<file path="config.mk">
export PLATFORM = sky130hd
export DESIGN_NAME = rob_top
export DESIGN_NICKNAME = d
export VERILOG_FILES = /design/src/logic/rob_pkg.sv /design/src/logic/rob_entry_array.sv /design/src/logic/rob_control.sv /design/src/logic/rob_top.sv
export SDC_FILE = /design/constraint.sdc
export NUM_CORES = 1
export LEC_CHECK = 0
export ABC_AREA = 1
export BUFFER_PORTS_ARGS = -buffer_cell sky130_fd_sc_hd__buf_2
export CAP_MARGIN = 5
export CORE_ASPECT_RATIO = 0.7
export CORE_MARGIN = 1.5
export CORE_UTILIZATION = 49
export DETAILED_ROUTE_END_ITERATION = 12
export PLACE_DENSITY = 0.75
export SLEW_MARGIN = 25
export SYNTH_ARGS = -nofsm -noshare
export SYNTH_HDL_FRONTEND = slang
export SYNTH_SLANG_ARGS = --single-unit
</file>
<file path="constraint.sdc">
create_clock -name clock -period 4.42 [get_ports clock]
set_input_delay 0.442 -clock clock [delete_from_list [all_inputs] [get_ports clock]]
set_output_delay 0.442 -clock clock [all_outputs]
set_load 0.01 [all_outputs]
</file>
<file path="src/logic/rob_pkg.sv">
////////////////////////////////////////////////////////////////////////////
// reorder buffer shared definitions
// sizes, tags and the packet structs passed between the ROB blocks
////////////////////////////////////////////////////////////////////////////
`default_nettype none

package rob_pkg;

    ////////////////////////////////////////////////////////////////////////////
    // sizes
    ////////////////////////////////////////////////////////////////////////////

    // entries in the circular buffer
    localparam int rob_depth = 8;
    // tag is the buffer index
    localparam int tag_width = 3;
    // counts must reach rob_depth itself
    localparam int count_width = 4;
    // architectural register index
    localparam int arch_reg_width = 5;
    // result and pc width
    localparam int data_width = 32;

    ////////////////////////////////////////////////////////////////////////////
    // basic types
    ////////////////////////////////////////////////////////////////////////////

    typedef logic [tag_width-1:0] rob_tag_t;
    typedef logic [count_width-1:0] rob_count_t;

    // destination record, stored at dispatch
    typedef struct packed {
        logic has_dest;
        logic [arch_reg_width-1:0] dest_reg;
        logic [data_width-1:0] pc;
    } dispatch_rec_t;

    // result payload, stored on completion
    typedef logic [data_width-1:0] result_t;

    ////////////////////////////////////////////////////////////////////////////
    // packets
    ////////////////////////////////////////////////////////////////////////////

    // in-order dispatch from the front end
    typedef struct packed {
        logic valid;
        dispatch_rec_t rec;
    } dispatch_t;

    // common data bus broadcast
    typedef struct packed {
        logic valid;
        rob_tag_t tag;
        result_t value;
    } cdb_t;

    // tag is the oldest entry to throw away
    typedef struct packed {
        logic valid;
        rob_tag_t tag;
    } squash_t;

    // one retired instruction per cycle
    typedef struct packed {
        logic valid;
        rob_tag_t tag;
        dispatch_rec_t rec;
        result_t value;
    } retire_t;

endpackage

`default_nettype wire

</file>
<file path="src/logic/rob_entry_array.sv">
////////////////////////////////////////////////////////////////////////////
// ROB entry storage
// one write port at the edge, one combinational read port
////////////////////////////////////////////////////////////////////////////
`timescale 1ns/1ps
`default_nettype none

module rob_entry_array
    import rob_pkg::*;
#(
    // payload held per entry
    parameter type payload_t = result_t
) (
    input  logic     clock,
    input  logic     write,
    input  rob_tag_t write_index,
    input  payload_t write_data,
    input  rob_tag_t read_index,
    output payload_t read_data
);

    ////////////////////////////////////////////////////////////////////////////
    // storage
    ////////////////////////////////////////////////////////////////////////////

    // contents only, entry validity lives in the control block
    payload_t entries [rob_depth];

    // write lands on the clock edge
    always_ff @(posedge clock) begin
        if (write) begin
            entries[write_index] <= write_data;
        end
    end

    ////////////////////////////////////////////////////////////////////////////
    // read
    ////////////////////////////////////////////////////////////////////////////

    // asynchronous read, follows the index within the cycle
    // a same-cycle write shows up only after the edge
    assign read_data = entries[read_index];

endmodule

`default_nettype wire

</file>
<file path="src/logic/rob_control.sv">
////////////////////////////////////////////////////////////////////////////
// ROB control
// pointers, occupancy, per-entry state, squash, credits and retire packet
////////////////////////////////////////////////////////////////////////////
`timescale 1ns/1ps
`default_nettype none

module rob_control
    import rob_pkg::*;
(
    input  logic          clock,
    input  logic          reset,
    input  dispatch_t     dispatch,
    input  cdb_t          cdb,
    input  squash_t       squash,
    input  dispatch_rec_t head_rec,
    input  result_t       head_value,
    output rob_tag_t      dispatch_tag,
    output rob_tag_t      head_tag,
    output logic          rec_write,
    output logic          result_write,
    output retire_t       retire,
    output rob_count_t    credit_return
);

    ////////////////////////////////////////////////////////////////////////////
    // state
    ////////////////////////////////////////////////////////////////////////////

    // oldest entry, next free entry
    rob_tag_t head;
    rob_tag_t tail;
    // live entries, 0 to rob_depth
    rob_count_t occupancy;
    // per-entry flags
    logic [rob_depth-1:0] valid;
    logic [rob_depth-1:0] complete;

    // next-state values
    rob_tag_t head_next;
    rob_tag_t tail_next;
    rob_count_t occupancy_next;
    logic [rob_depth-1:0] valid_next;
    logic [rob_depth-1:0] complete_next;
    rob_count_t credit_next;

    // squash bookkeeping
    logic squash_hit;
    rob_tag_t squash_offset;
    rob_count_t squash_freed;
    logic [rob_depth-1:0] discard;
    logic [rob_depth-1:0] valid_kept;

    // per-cycle events
    logic cdb_take;
    logic retire_fire;

    ////////////////////////////////////////////////////////////////////////////
    // squash range
    ////////////////////////////////////////////////////////////////////////////

    // only a squash that points at a live entry changes state
    assign squash_hit = squash.valid && valid[squash.tag];

    // distance of the squash point from head
    assign squash_offset = squash.tag - head;
    // everything from the squash point to tail goes
    // works for a full buffer too, offset is then below occupancy
    assign squash_freed = occupancy - rob_count_t'(squash_offset);

    always_comb begin : discard_logic
        rob_tag_t entry_offset;
        discard = '0;
        for (int i = 0; i < rob_depth; i++) begin
            // age of entry i relative to head
            entry_offset = rob_tag_t'(i) - head;
            if (squash_hit && valid[i] && entry_offset >= squash_offset) begin
                discard[i] = 1'b1;
            end
        end
    end

    // live set once this cycle's squash is applied
    assign valid_kept = valid & ~discard;

    ////////////////////////////////////////////////////////////////////////////
    // events
    ////////////////////////////////////////////////////////////////////////////

    // squash wins over dispatch and retirement
    assign rec_write = dispatch.valid && !squash.valid;
    // late broadcasts to dead entries are dropped
    assign cdb_take = cdb.valid && valid_kept[cdb.tag];
    assign result_write = cdb_take;
    // head must already be complete, a cdb this cycle counts next cycle
    assign retire_fire = !squash.valid && valid[head] && complete[head];

    // the tag the next dispatch gets
    assign dispatch_tag = tail;
    assign head_tag = head;

    ////////////////////////////////////////////////////////////////////////////
    // next state
    ////////////////////////////////////////////////////////////////////////////

    always_comb begin
        valid_next = valid_kept;
        complete_next = complete & ~discard;
        // completion first
        if (cdb_take) begin
            complete_next[cdb.tag] = 1'b1;
        end
        // retire frees the head slot
        if (retire_fire) begin
            valid_next[head] = 1'b0;
            complete_next[head] = 1'b0;
        end
        // dispatch last, may reuse the slot retired this cycle
        if (rec_write) begin
            valid_next[tail] = 1'b1;
            complete_next[tail] = 1'b0;
        end
    end

    always_comb begin
        head_next = head;
        tail_next = tail;
        occupancy_next = occupancy;
        credit_next = '0;
        if (squash_hit) begin
            // rewind, return exactly what was thrown away
            tail_next = squash.tag;
            occupancy_next = occupancy - squash_freed;
            credit_next = squash_freed;
        end else begin
            if (retire_fire) begin
                head_next = head + 1'b1;
                credit_next = rob_count_t'(1);
            end
            if (rec_write) begin
                tail_next = tail + 1'b1;
            end
            // net change from this cycle's dispatch and retirement
            if (rec_write && !retire_fire) begin
                occupancy_next = occupancy + 1'b1;
            end else if (retire_fire && !rec_write) begin
                occupancy_next = occupancy - 1'b1;
            end
        end
    end

    ////////////////////////////////////////////////////////////////////////////
    // registers
    ////////////////////////////////////////////////////////////////////////////

    always_ff @(posedge clock or posedge reset) begin
        if (reset) begin
            head <= '0;
            tail <= '0;
            occupancy <= '0;
            valid <= '0;
            complete <= '0;
            credit_return <= '0;
            retire <= '0;
        end else begin
            head <= head_next;
            tail <= tail_next;
            occupancy <= occupancy_next;
            valid <= valid_next;
            complete <= complete_next;
            credit_return <= credit_next;
            // retire packet from the head slot as read this cycle
            retire.valid <= retire_fire;
            retire.tag <= head;
            retire.rec <= head_rec;
            retire.value <= head_value;
        end
    end

endmodule

`default_nettype wire

</file>
<file path="src/logic/rob_top.sv">
////////////////////////////////////////////////////////////////////////////
// reorder buffer top
// control block plus record and result arrays, read together at head
////////////////////////////////////////////////////////////////////////////
`timescale 1ns/1ps
`default_nettype none

module rob_top
    import rob_pkg::*;
(
    input  logic       clock,
    input  logic       reset,
    input  dispatch_t  dispatch,
    input  cdb_t       cdb,
    input  squash_t    squash,
    output rob_tag_t   dispatch_tag,
    output retire_t    retire,
    output rob_count_t credit_return
);

    ////////////////////////////////////////////////////////////////////////////
    // internal wiring
    ////////////////////////////////////////////////////////////////////////////

    // shared read index for both arrays
    rob_tag_t head_tag;
    // write enables from control
    logic rec_write;
    logic result_write;
    // head slot contents
    dispatch_rec_t head_rec;
    result_t head_value;

    ////////////////////////////////////////////////////////////////////////////
    // control
    ////////////////////////////////////////////////////////////////////////////

    rob_control control (
        .clock         (clock),
        .reset         (reset),
        .dispatch      (dispatch),
        .cdb           (cdb),
        .squash        (squash),
        .head_rec      (head_rec),
        .head_value    (head_value),
        .dispatch_tag  (dispatch_tag),
        .head_tag      (head_tag),
        .rec_write     (rec_write),
        .result_write  (result_write),
        .retire        (retire),
        .credit_return (credit_return)
    );

    ////////////////////////////////////////////////////////////////////////////
    // storage
    ////////////////////////////////////////////////////////////////////////////

    // dispatch records, written at tail
    rob_entry_array #(.payload_t(dispatch_rec_t)) record_array (
        .clock       (clock),
        .write       (rec_write),
        .write_index (dispatch_tag),
        .write_data  (dispatch.rec),
        .read_index  (head_tag),
        .read_data   (head_rec)
    );

    // results, written by cdb tag
    rob_entry_array #(.payload_t(result_t)) result_array (
        .clock       (clock),
        .write       (result_write),
        .write_index (cdb.tag),
        .write_data  (cdb.value),
        .read_index  (head_tag),
        .read_data   (head_value)
    );

endmodule

`default_nettype wire

</file>
==> results by group, run 1 <==
Clock tree
  – Post-CTS Resized: 0
  – Root Driver: clkbuf_16
  – Maximum buffer depth of the clock tree: 3
  – Post-CTS Setup Bufs: 0
  – Clock Pin Slew Worst Setup and Hold Paths: 70 ps
  – Worst-Skew Late Latency: 650 ps
  – CTS sink count: 664
  – CTS tree: built
  – # hold bufs at CTS: 1
  – Total CTS buffers: 60
  – H-tree lvl count: 2

Yosys
  – Syn Nets: 2,142
  – Synth cell types: 32
  – #FFs+latches synth: 664
  – Register area share after synthesis: 0.7536
  – Syn Area/Cell: 12.66 µm²
  – Synth Cell Area: 25,770 µm²
  – Post-Synthesis Cells: 2,035
  – YS warnings: 0

Route
  – Total number of vias: 16,340
  – DRC violations left: 0
  – WL final: 58,930 µm
  – Per-cell routed wire length: 20.22 µm
  – Detailed Routing Iterations Pass 1: 5
  – ANT nets after route: 0
  – DR vias/cell: 5.605
  – Drt initial violations: 1,616

Placed design
  – Pre-CTS setup slack: 272.6 ps
  – I/O Buffers: 161
  – Placer Congestion: 0.9114
  – Final HPWL DP: 32,600 µm

STA
  – Hold Fails Final Rpt: 0
  – Highest Clock Rate: 0.2442 GHz
  – Post-layout worst setup margin: 325.3 ps
  – Sum Neg Setup Slack: 0 ps
  – Final period util: 0.9264
  – Slew margin rel.: 0.2129
  – Min Tclk post-route: 4095 ps
  – Setup violations, final: 0
  – Unrepaired setup endpoints after global routing: false
  – Final Skew: 43.57 ps
  – Final slew viol count: 0
  – Worst-margin pin slew: 1181 ps

Worst setup path
  – Worst flop-to-flop path startpoint: control.head_tag[0]
  – Setup crit end kind: flop
  – Required @ worst endpoint: 4730 ps
  – Crit path launch type: flop
  – Data arrival, critical path: 4410 ps
  – CP Launch Point: control.head_tag[0]
  – Crit-path max FO: 32
  – R2r worst-path depth: 19
  – Crit path kind: flop to flop

Finish
  – Fill cell count: 4,021
  – Final Net Count: 2,283
  – Most frequent cells in the layout: edfxtp_1 (560), nor2_1 (506), o21ai_0 (294)
  – Layout area overhead: 14.52%
  – Share of layout cells above drive strength 1: 0.1432
  – Commonest non-fill, non-tap cell in the layout: edfxtp_1

Hold path
  – Hold Path Origin: dispatch[23]
  – Hold path cells: 1
  – HP Class: primary input to flop

Floorplan
  – Row Count: 70
  – Die Ht: 194.9 µm
  – I/O pin total: 162
  – Initial Util: 0.4945
  – Die area: 53,990 µm²
  – Core Region: 52,110 µm²
  – Die W: 277.1 µm

Pwr
  – Power density over the cells: 646.6 nW/µm²
  – Leakage power: 10.51 nW
  – Maximum VDD drop: 0.5083 mV
  – Overall Power: 19.08 mW

Status
  – Status: completed

Global route
  – Largest net degree at the start of global routing: 198
  – Number of global-route vias before repair: 15,810
  – Global route overflow: 0
  – Antenna violations before repair: 6
  – First-pass GRT wire length: 90,390 µm
  – Total GRT Usage: 0.2165

Run
  – MaxCap Viol Count: 0
-- flip-flops by register name (all words and copies together), names as in the netlist --
| register | flops |
|---|---|
| result_array.entries | 256 |
| control.dispatch_tag | 3 |
| control.head_tag | 3 |
| control.retire | 74 |
| control.credit_return | 4 |
| control.valid | 8 |
| control.complete | 8 |
| control.occupancy | 4 |
| record_array.entries | 304 |
-- per-layer routing --
layer,part of all wire,GRT usage,up-vias
met5,0.00039,0,-
met4,0.016,0.06125,4
met3,0.071,0.03666,84
met2,0.47,0.3409,606
met1,0.44,0.3134,8074
li1,-,-,7570
-- cell usage after synthesis --
cell type | n | area share
a21oi_1 | 23 | 0.0045
a22oi_1 | 1 | 0.00029
a31oi_1 | 72 | 0.017
buf_1 | 9 | 0.0013
buf_2 | 12 | 0.0023
buf_4 | 2 | 0.00058
buf_6 | 2 | 0.00087
clkbuf_1 | 87 | 0.013
clkinv_1 | 1 | 0.00015
dfrtp_1 | 104 | 0.10
edfxtp_1 | 560 | 0.65
fa_1 | 3 | 0.0023
ha_1 | 23 | 0.011
inv_1 | 67 | 0.0098
inv_2 | 4 | 0.00058
nand2_1 | 112 | 0.016
nand2_2 | 1 | 0.00024
nand3_1 | 52 | 0.010
nand3b_1 | 2 | 0.00058
nand4_1 | 3 | 0.00073
nor2_1 | 510 | 0.074
nor2_2 | 1 | 0.00024
nor2_4 | 1 | 0.00044
nor3_1 | 8 | 0.0016
o21a_1 | 2 | 0.00058
o21ai_0 | 294 | 0.057
o21ai_1 | 1 | 0.00019
o22ai_1 | 72 | 0.017
o311ai_2 | 1 | 0.00063
o31ai_1 | 2 | 0.00058
xor2_1 | 2 | 0.00068
xor2_2 | 1 | 0.00063
-- power breakdown --
part | total (mW) | internal, mW | switching, mW | leakage, nW
Clock | 5.34 | 3.03 | 2.30 | 0.995
Sequential | 7.85 | 7.52 | 0.324 | 6.28
Combinational | 5.90 | 1.89 | 4.01 | 3.24
-- cells by family (layout without fill, tap and decap cells) --
group,Yosys count,count (layout),share of synthesized area
compound gates,468,468,0.09881
xor+xnor,3,3,0.001311
fa+ha+maj,26,26,0.01350
buf+inv,184,376,0.02826
flops,664,664,0.7536
other cells,0,4,0
simple gates,690,690,0.1045
-- worst max-delay path, cell delays in order (launching register included) --
cell and delay (ps):
dfrtp_4 470, ha_1 210, inv_1 90, fa_1 430, inv_1 100, nand2_1 100, nand3_1 150, nand2_1 170
inv_1 220, ha_1 300, a21oi_1 180, a31oi_1 130, nand2_1 160, nand2_1 80, nand2_1 60, nand2_1 50
nor2_2 300, nand3_1 200, clkinvlp_4 130, buf_12 240
-- area by class of cell --
type                    count  area [µm²]  area share
flip-flops and latches    664       19430      0.6583
multi-input cells        1187        5650      0.1915
inverters                  72       312.8     0.01060
clock inverters            40       465.4     0.01577
repair buffers            191        1179     0.03994
well taps                 684       855.8     0.02900
diodes                      4       10.01   0.0003392
clock buffers              73        1610     0.05457
-- final timing paths --
check | to | slack (ps)
max in group asynchronous | control.retire[39] | 3060
worst min register to register | control.occupancy[3] | 540
worst max register to register | result_array.entries[1][20] | 330
worst max-delay path | result_array.entries[1][20] | 330
worst min-delay path | record_array.entries[0][23] | 60
min in group asynchronous | control.retire[72] | 500
-- per-stage QoR --
stage | instance area [µm²] | hold WS (ps) | cells | utilization
final | 29510 | 56.08 | 2915 | 0.5663
after global routing | 29510 | 40.13 | 2914 | 0.5662
after CTS | 29470 | 23.26 | 2910 | 0.5655
after detailed placement | 27390 | 514.0 | 2796 | 0.5255
after global placement | 27390 | 490.4 | 2796 | 0.5255
after floorplan | 25800 | 404.1 | 2035 | -
No activity file was read; power rests on OpenSTA's default activity.
==> run 2: changes to the inputs <==
SYNTH_HIERARCHICAL = 1   (was not set)
==> results by group, run 2 <==
Yosys
  – Syn Area/Cell: 10.03 µm² (was 12.66 µm²)
  – Largest cells by area after synthesis: edfxtp_1 (58%), nand2_1 (13%), dfrtp_1 (9.0%) (was edfxtp_1 (65%), dfrtp_1 (10%), nor2_1 (7.4%))
  – Async SR Flop Fraction: 0.1566 (unchanged)
  – #FFs+latches synth: 664 (unchanged)
  – Post-synth EDFFs: 560 (unchanged)
  – Top-count cell post-synth: nand2_1 (was edfxtp_1)
  – Register area share after synthesis: 0.6693 (was 0.7536)
  – Syn Nets: 2,998 (was 2,142)
  – Synth cell count leaders: nand2_1 (1,020), edfxtp_1 (560), inv_1 (531) (was edfxtp_1 (560), nor2_1 (510), o21ai_0 (294))
  – Most used DFF post-synth: edfxtp_1 (unchanged)
  – Largest area contributor in the netlist: edfxtp_1 (unchanged)
  – Synth Cell Area: 29,010 µm² (was 25,770 µm²)
  – Post-Synthesis Cells: 2,892 (was 2,035)
  – Synth cell types: 39 (was 32)
  – Share of the synthesized area in the top cell type: 0.5796 (was 0.6526)
  – YS warnings: 6 (was 0)

Clock tree
  – Worst-Skew Late Latency: 620 ps (was 650 ps)
  – Root Driver: clkbuf_16 (unchanged)
  – Maximum buffer depth of the clock tree: 3 (unchanged)
  – Total CTS buffers: 66 (was 60)
  – CTS sink count: 664 (unchanged)
  – H-tree lvl count: 3 (was 2)
  – Clock Pin Slew Worst Setup and Hold Paths: 70 ps (about the same)
  – CTS tree: built (unchanged)

Global route
  – Largest net degree at the start of global routing: 149 (was 198)
  – Number of global-route vias before repair: 18,320 (was 15,810)
  – Total GRT Usage: 0.2168 (was 0.2165)
  – Global route overflow: 0 (unchanged)
  – First-pass GRT wire length: 100,900 µm (was 90,390 µm)
  – Antenna violations before repair: 3 (was 6)

Worst setup path
  – CP max stage delay: 410 ps (was 470 ps)
  – CP Launch Point: control/head_tag[0] (was control.head_tag[0])
  – Crit path launch type: flop (unchanged)
  – CP Depth: 21 (was 19)
  – Data arrival, critical path: 4310 ps (was 4410 ps)
  – Crit path buf inv count: 6 (was 5)
  – R2r worst-path depth: 21 (was 19)
  – Slowest CP cell: dfrtp_4 (unchanged)
  – Required @ worst endpoint: 4720 ps (was 4730 ps)
  – Setup crit end kind: flop (unchanged)
  – Crit-path max FO: 14 (was 32)
  – Crit path kind: flop to flop (unchanged)
  – CP delay by family, top: simple AND/OR/NAND/NOR gates (unchanged)
  – Cells along the critical path: ha_1 > inv_1 > fa_1 > inv_1 > nand2_1 > nand3_1 > nand2_2 > inv_1 > ha_1 > a21oi_1 > o21a_1 > nand2_1 > clkinv_1 > o21ai_0 > nand2_1 > nand3_2 > nor4_1 > buf_4 > nand2_2 > nor2_4 > buf_12 (was ha_1 > inv_1 > fa_1 > inv_1 > nand2_1 > nand3_1 > nand2_1 > inv_1 > ha_1 > a21oi_1 > a31oi_1 > nand2_1 > nand2_1 > nand2_1 > nand2_1 > nor2_2 > nand3_1 > clkinvlp_4 > buf_12)
  – Worst flop-to-flop path startpoint: control/head_tag[0] (was control.head_tag[0])

STA
  – Worst-margin pin slew: 1031 ps (was 1181 ps)
  – Highest Clock Rate: 0.2496 GHz (was 0.2442 GHz)
  – Min Tclk post-route: 4007 ps (was 4095 ps)
  – Setup violations, final: 0 (unchanged)
  – Final Skew: 36.81 ps (was 43.57 ps)
  – Unrepaired setup endpoints after global routing: false (unchanged)
  – Final period util: 0.9065 (was 0.9264)
  – Slew margin rel.: 0.3124 (was 0.2129)
  – Hold Fails Final Rpt: 0 (unchanged)
  – WHS: 89.84 ps (was 56.08 ps)
  – Final slew viol count: 0 (unchanged)

Floorplan
  – I/O pin total: 162 (unchanged)
  – Core Region: 58,420 µm² (was 52,110 µm²)
  – Die Ht: 206.6 µm (was 194.9 µm)
  – Die W: 293.8 µm (was 277.1 µm)
  – Die area: 60,700 µm² (was 53,990 µm²)
  – Row Count: 74 (was 70)
  – Initial Util: 0.4966 (was 0.4945)

Placed design
  – Placer Congestion: 0.9482 (was 0.9114)
  – I/O Buffers: 161 (unchanged)
  – Final HPWL DP: 37,000 µm (was 32,600 µm)

Finish
  – Final core utilization: 0.5640 (was 0.5663)
  – Largest Register: record_array/entries (was record_array.entries)
  – Top Registers: record_array/entries: 304 flops, result_array/entries: 256 flops, control/retire: 74 flops (was record_array.entries: 304 flops, result_array.entries: 256 flops, control.retire: 74 flops)
  – Final Net Count: 3,162 (was 2,283)
  – Share of layout cells above drive strength 1: 0.1447 (was 0.1432)
  – Layout area overhead: 13.58% (was 14.52%)
  – Max reg flops: 304 (unchanged)
  – Commonest non-fill, non-tap cell in the layout: nand2_1 (was edfxtp_1)
  – Most frequent cells in the layout: nand2_1 (1,018), edfxtp_1 (560), inv_1 (529) (was edfxtp_1 (560), nor2_1 (506), o21ai_0 (294))

Route
  – Detailed Routing Iterations Pass 1: 5 (unchanged)
  – Drt initial violations: 1,695 (was 1,616)
  – Per-cell routed wire length: 16.71 µm (was 20.22 µm)
  – DR vias/cell: 4.923 (was 5.605)
  – Total number of vias: 19,260 (was 16,340)
  – ANT nets after route: 0 (unchanged)
  – DRC violations left: 0 (unchanged)
  – WL final: 65,370 µm (was 58,930 µm)

Run
  – MaxCap Viol Count: 0 (unchanged)

Pwr
  – Power density over the cells: 611.9 nW/µm² (was 646.6 nW/µm²)
  – Overall Power: 20.16 mW (was 19.08 mW)
  – Leakage power: 15.33 nW (was 10.51 nW)
  – Maximum VDD drop: 0.5686 mV (was 0.5083 mV)

Hold path
  – HP Class: primary input to flop (unchanged)
  – Hold path cells: 1 (unchanged)
  – Hold Path Origin: dispatch[23] (unchanged)

Status
  – Status: completed (unchanged)
==> run 2: final cells by class <==
cell class	count	area, µm²
fillers	4776	25470
flip-flops and latches	664	19430
multi-input cells	1491	6663
inverters	628	2366
clock buffers	90	1782
repair buffers	205	1292
well taps	798	998.5
clock inverters	32	407.9
diodes	5	12.51
==> run 2: path summary, 6_finish.rpt <==
| check | to | slack, ps |
|---|---|---|
| max in group asynchronous | control/head_tag[0] | 2870 |
| max reg2reg | result_array/entries[7][28] | 410 |
| min | record_array/entries[5][23] | 90 |
| max | result_array/entries[7][28] | 410 |
| min in group asynchronous | control/retire[55] | 440 |
| min reg2reg | control/occupancy[3] | 530 |
==> run 2: routing by layer <==
layer / global-route usage / part of all wire
met5: 0 / 0.00020
met4: 0.06278 / 0.019
met3: 0.04143 / 0.082
met2: 0.3305 / 0.45
met1: 0.3185 / 0.45
==> run 2: worst register-to-register path: cells and delay by family, from the launching register on <==
kind / cells / cell delay (ps)
AND/OR/NAND/NOR: 9 / 1270
adder cells (fa/ha/maj): 3 / 880
buffers and inverters: 6 / 790
flip-flops: 1 / 410
AO/OA/AOI/OAI: 3 / 360
==> run 2: where the power goes <==
group	switching, mW	internal (mW)
combinational	4.60	2.07
clock	2.40	3.24
sequential	0.321	7.53
total	7.33	12.8
==> run 2: cells by family after synthesis <==
logic type / count (synthesis) / share of synthesized area
AO/OA/AOI/OAI: 45 / 0.01048
AND/OR/NAND/NOR: 1418 / 0.2024
buffers and inverters: 737 / 0.1054
adder cells (fa/ha/maj): 25 / 0.01156
flip-flops: 664 / 0.6693
XOR/XNOR: 3 / 0.0009058
==> run 2: repair_timing <==
action                     in CTS  in global routing
hold buffers                    1                  0
hold endpoints to repair       31                  0
resized for setup               0                  3
buffers inserted                0                  3
setup endpoints to repair       0                 95
==> run 2: per-stage QoR <==
step,setup WS [ps],cell area [µm²],cells,TNS (ps)
finish,413.4,32950,3913,0
global route,72.78,32940,3908,0
CTS,227.7,32910,3905,0
detailed placement,-34.29,30710,3782,-705.2
global placement,20.49,30710,3782,0
floorplan,-279.1,29010,2892,-69940
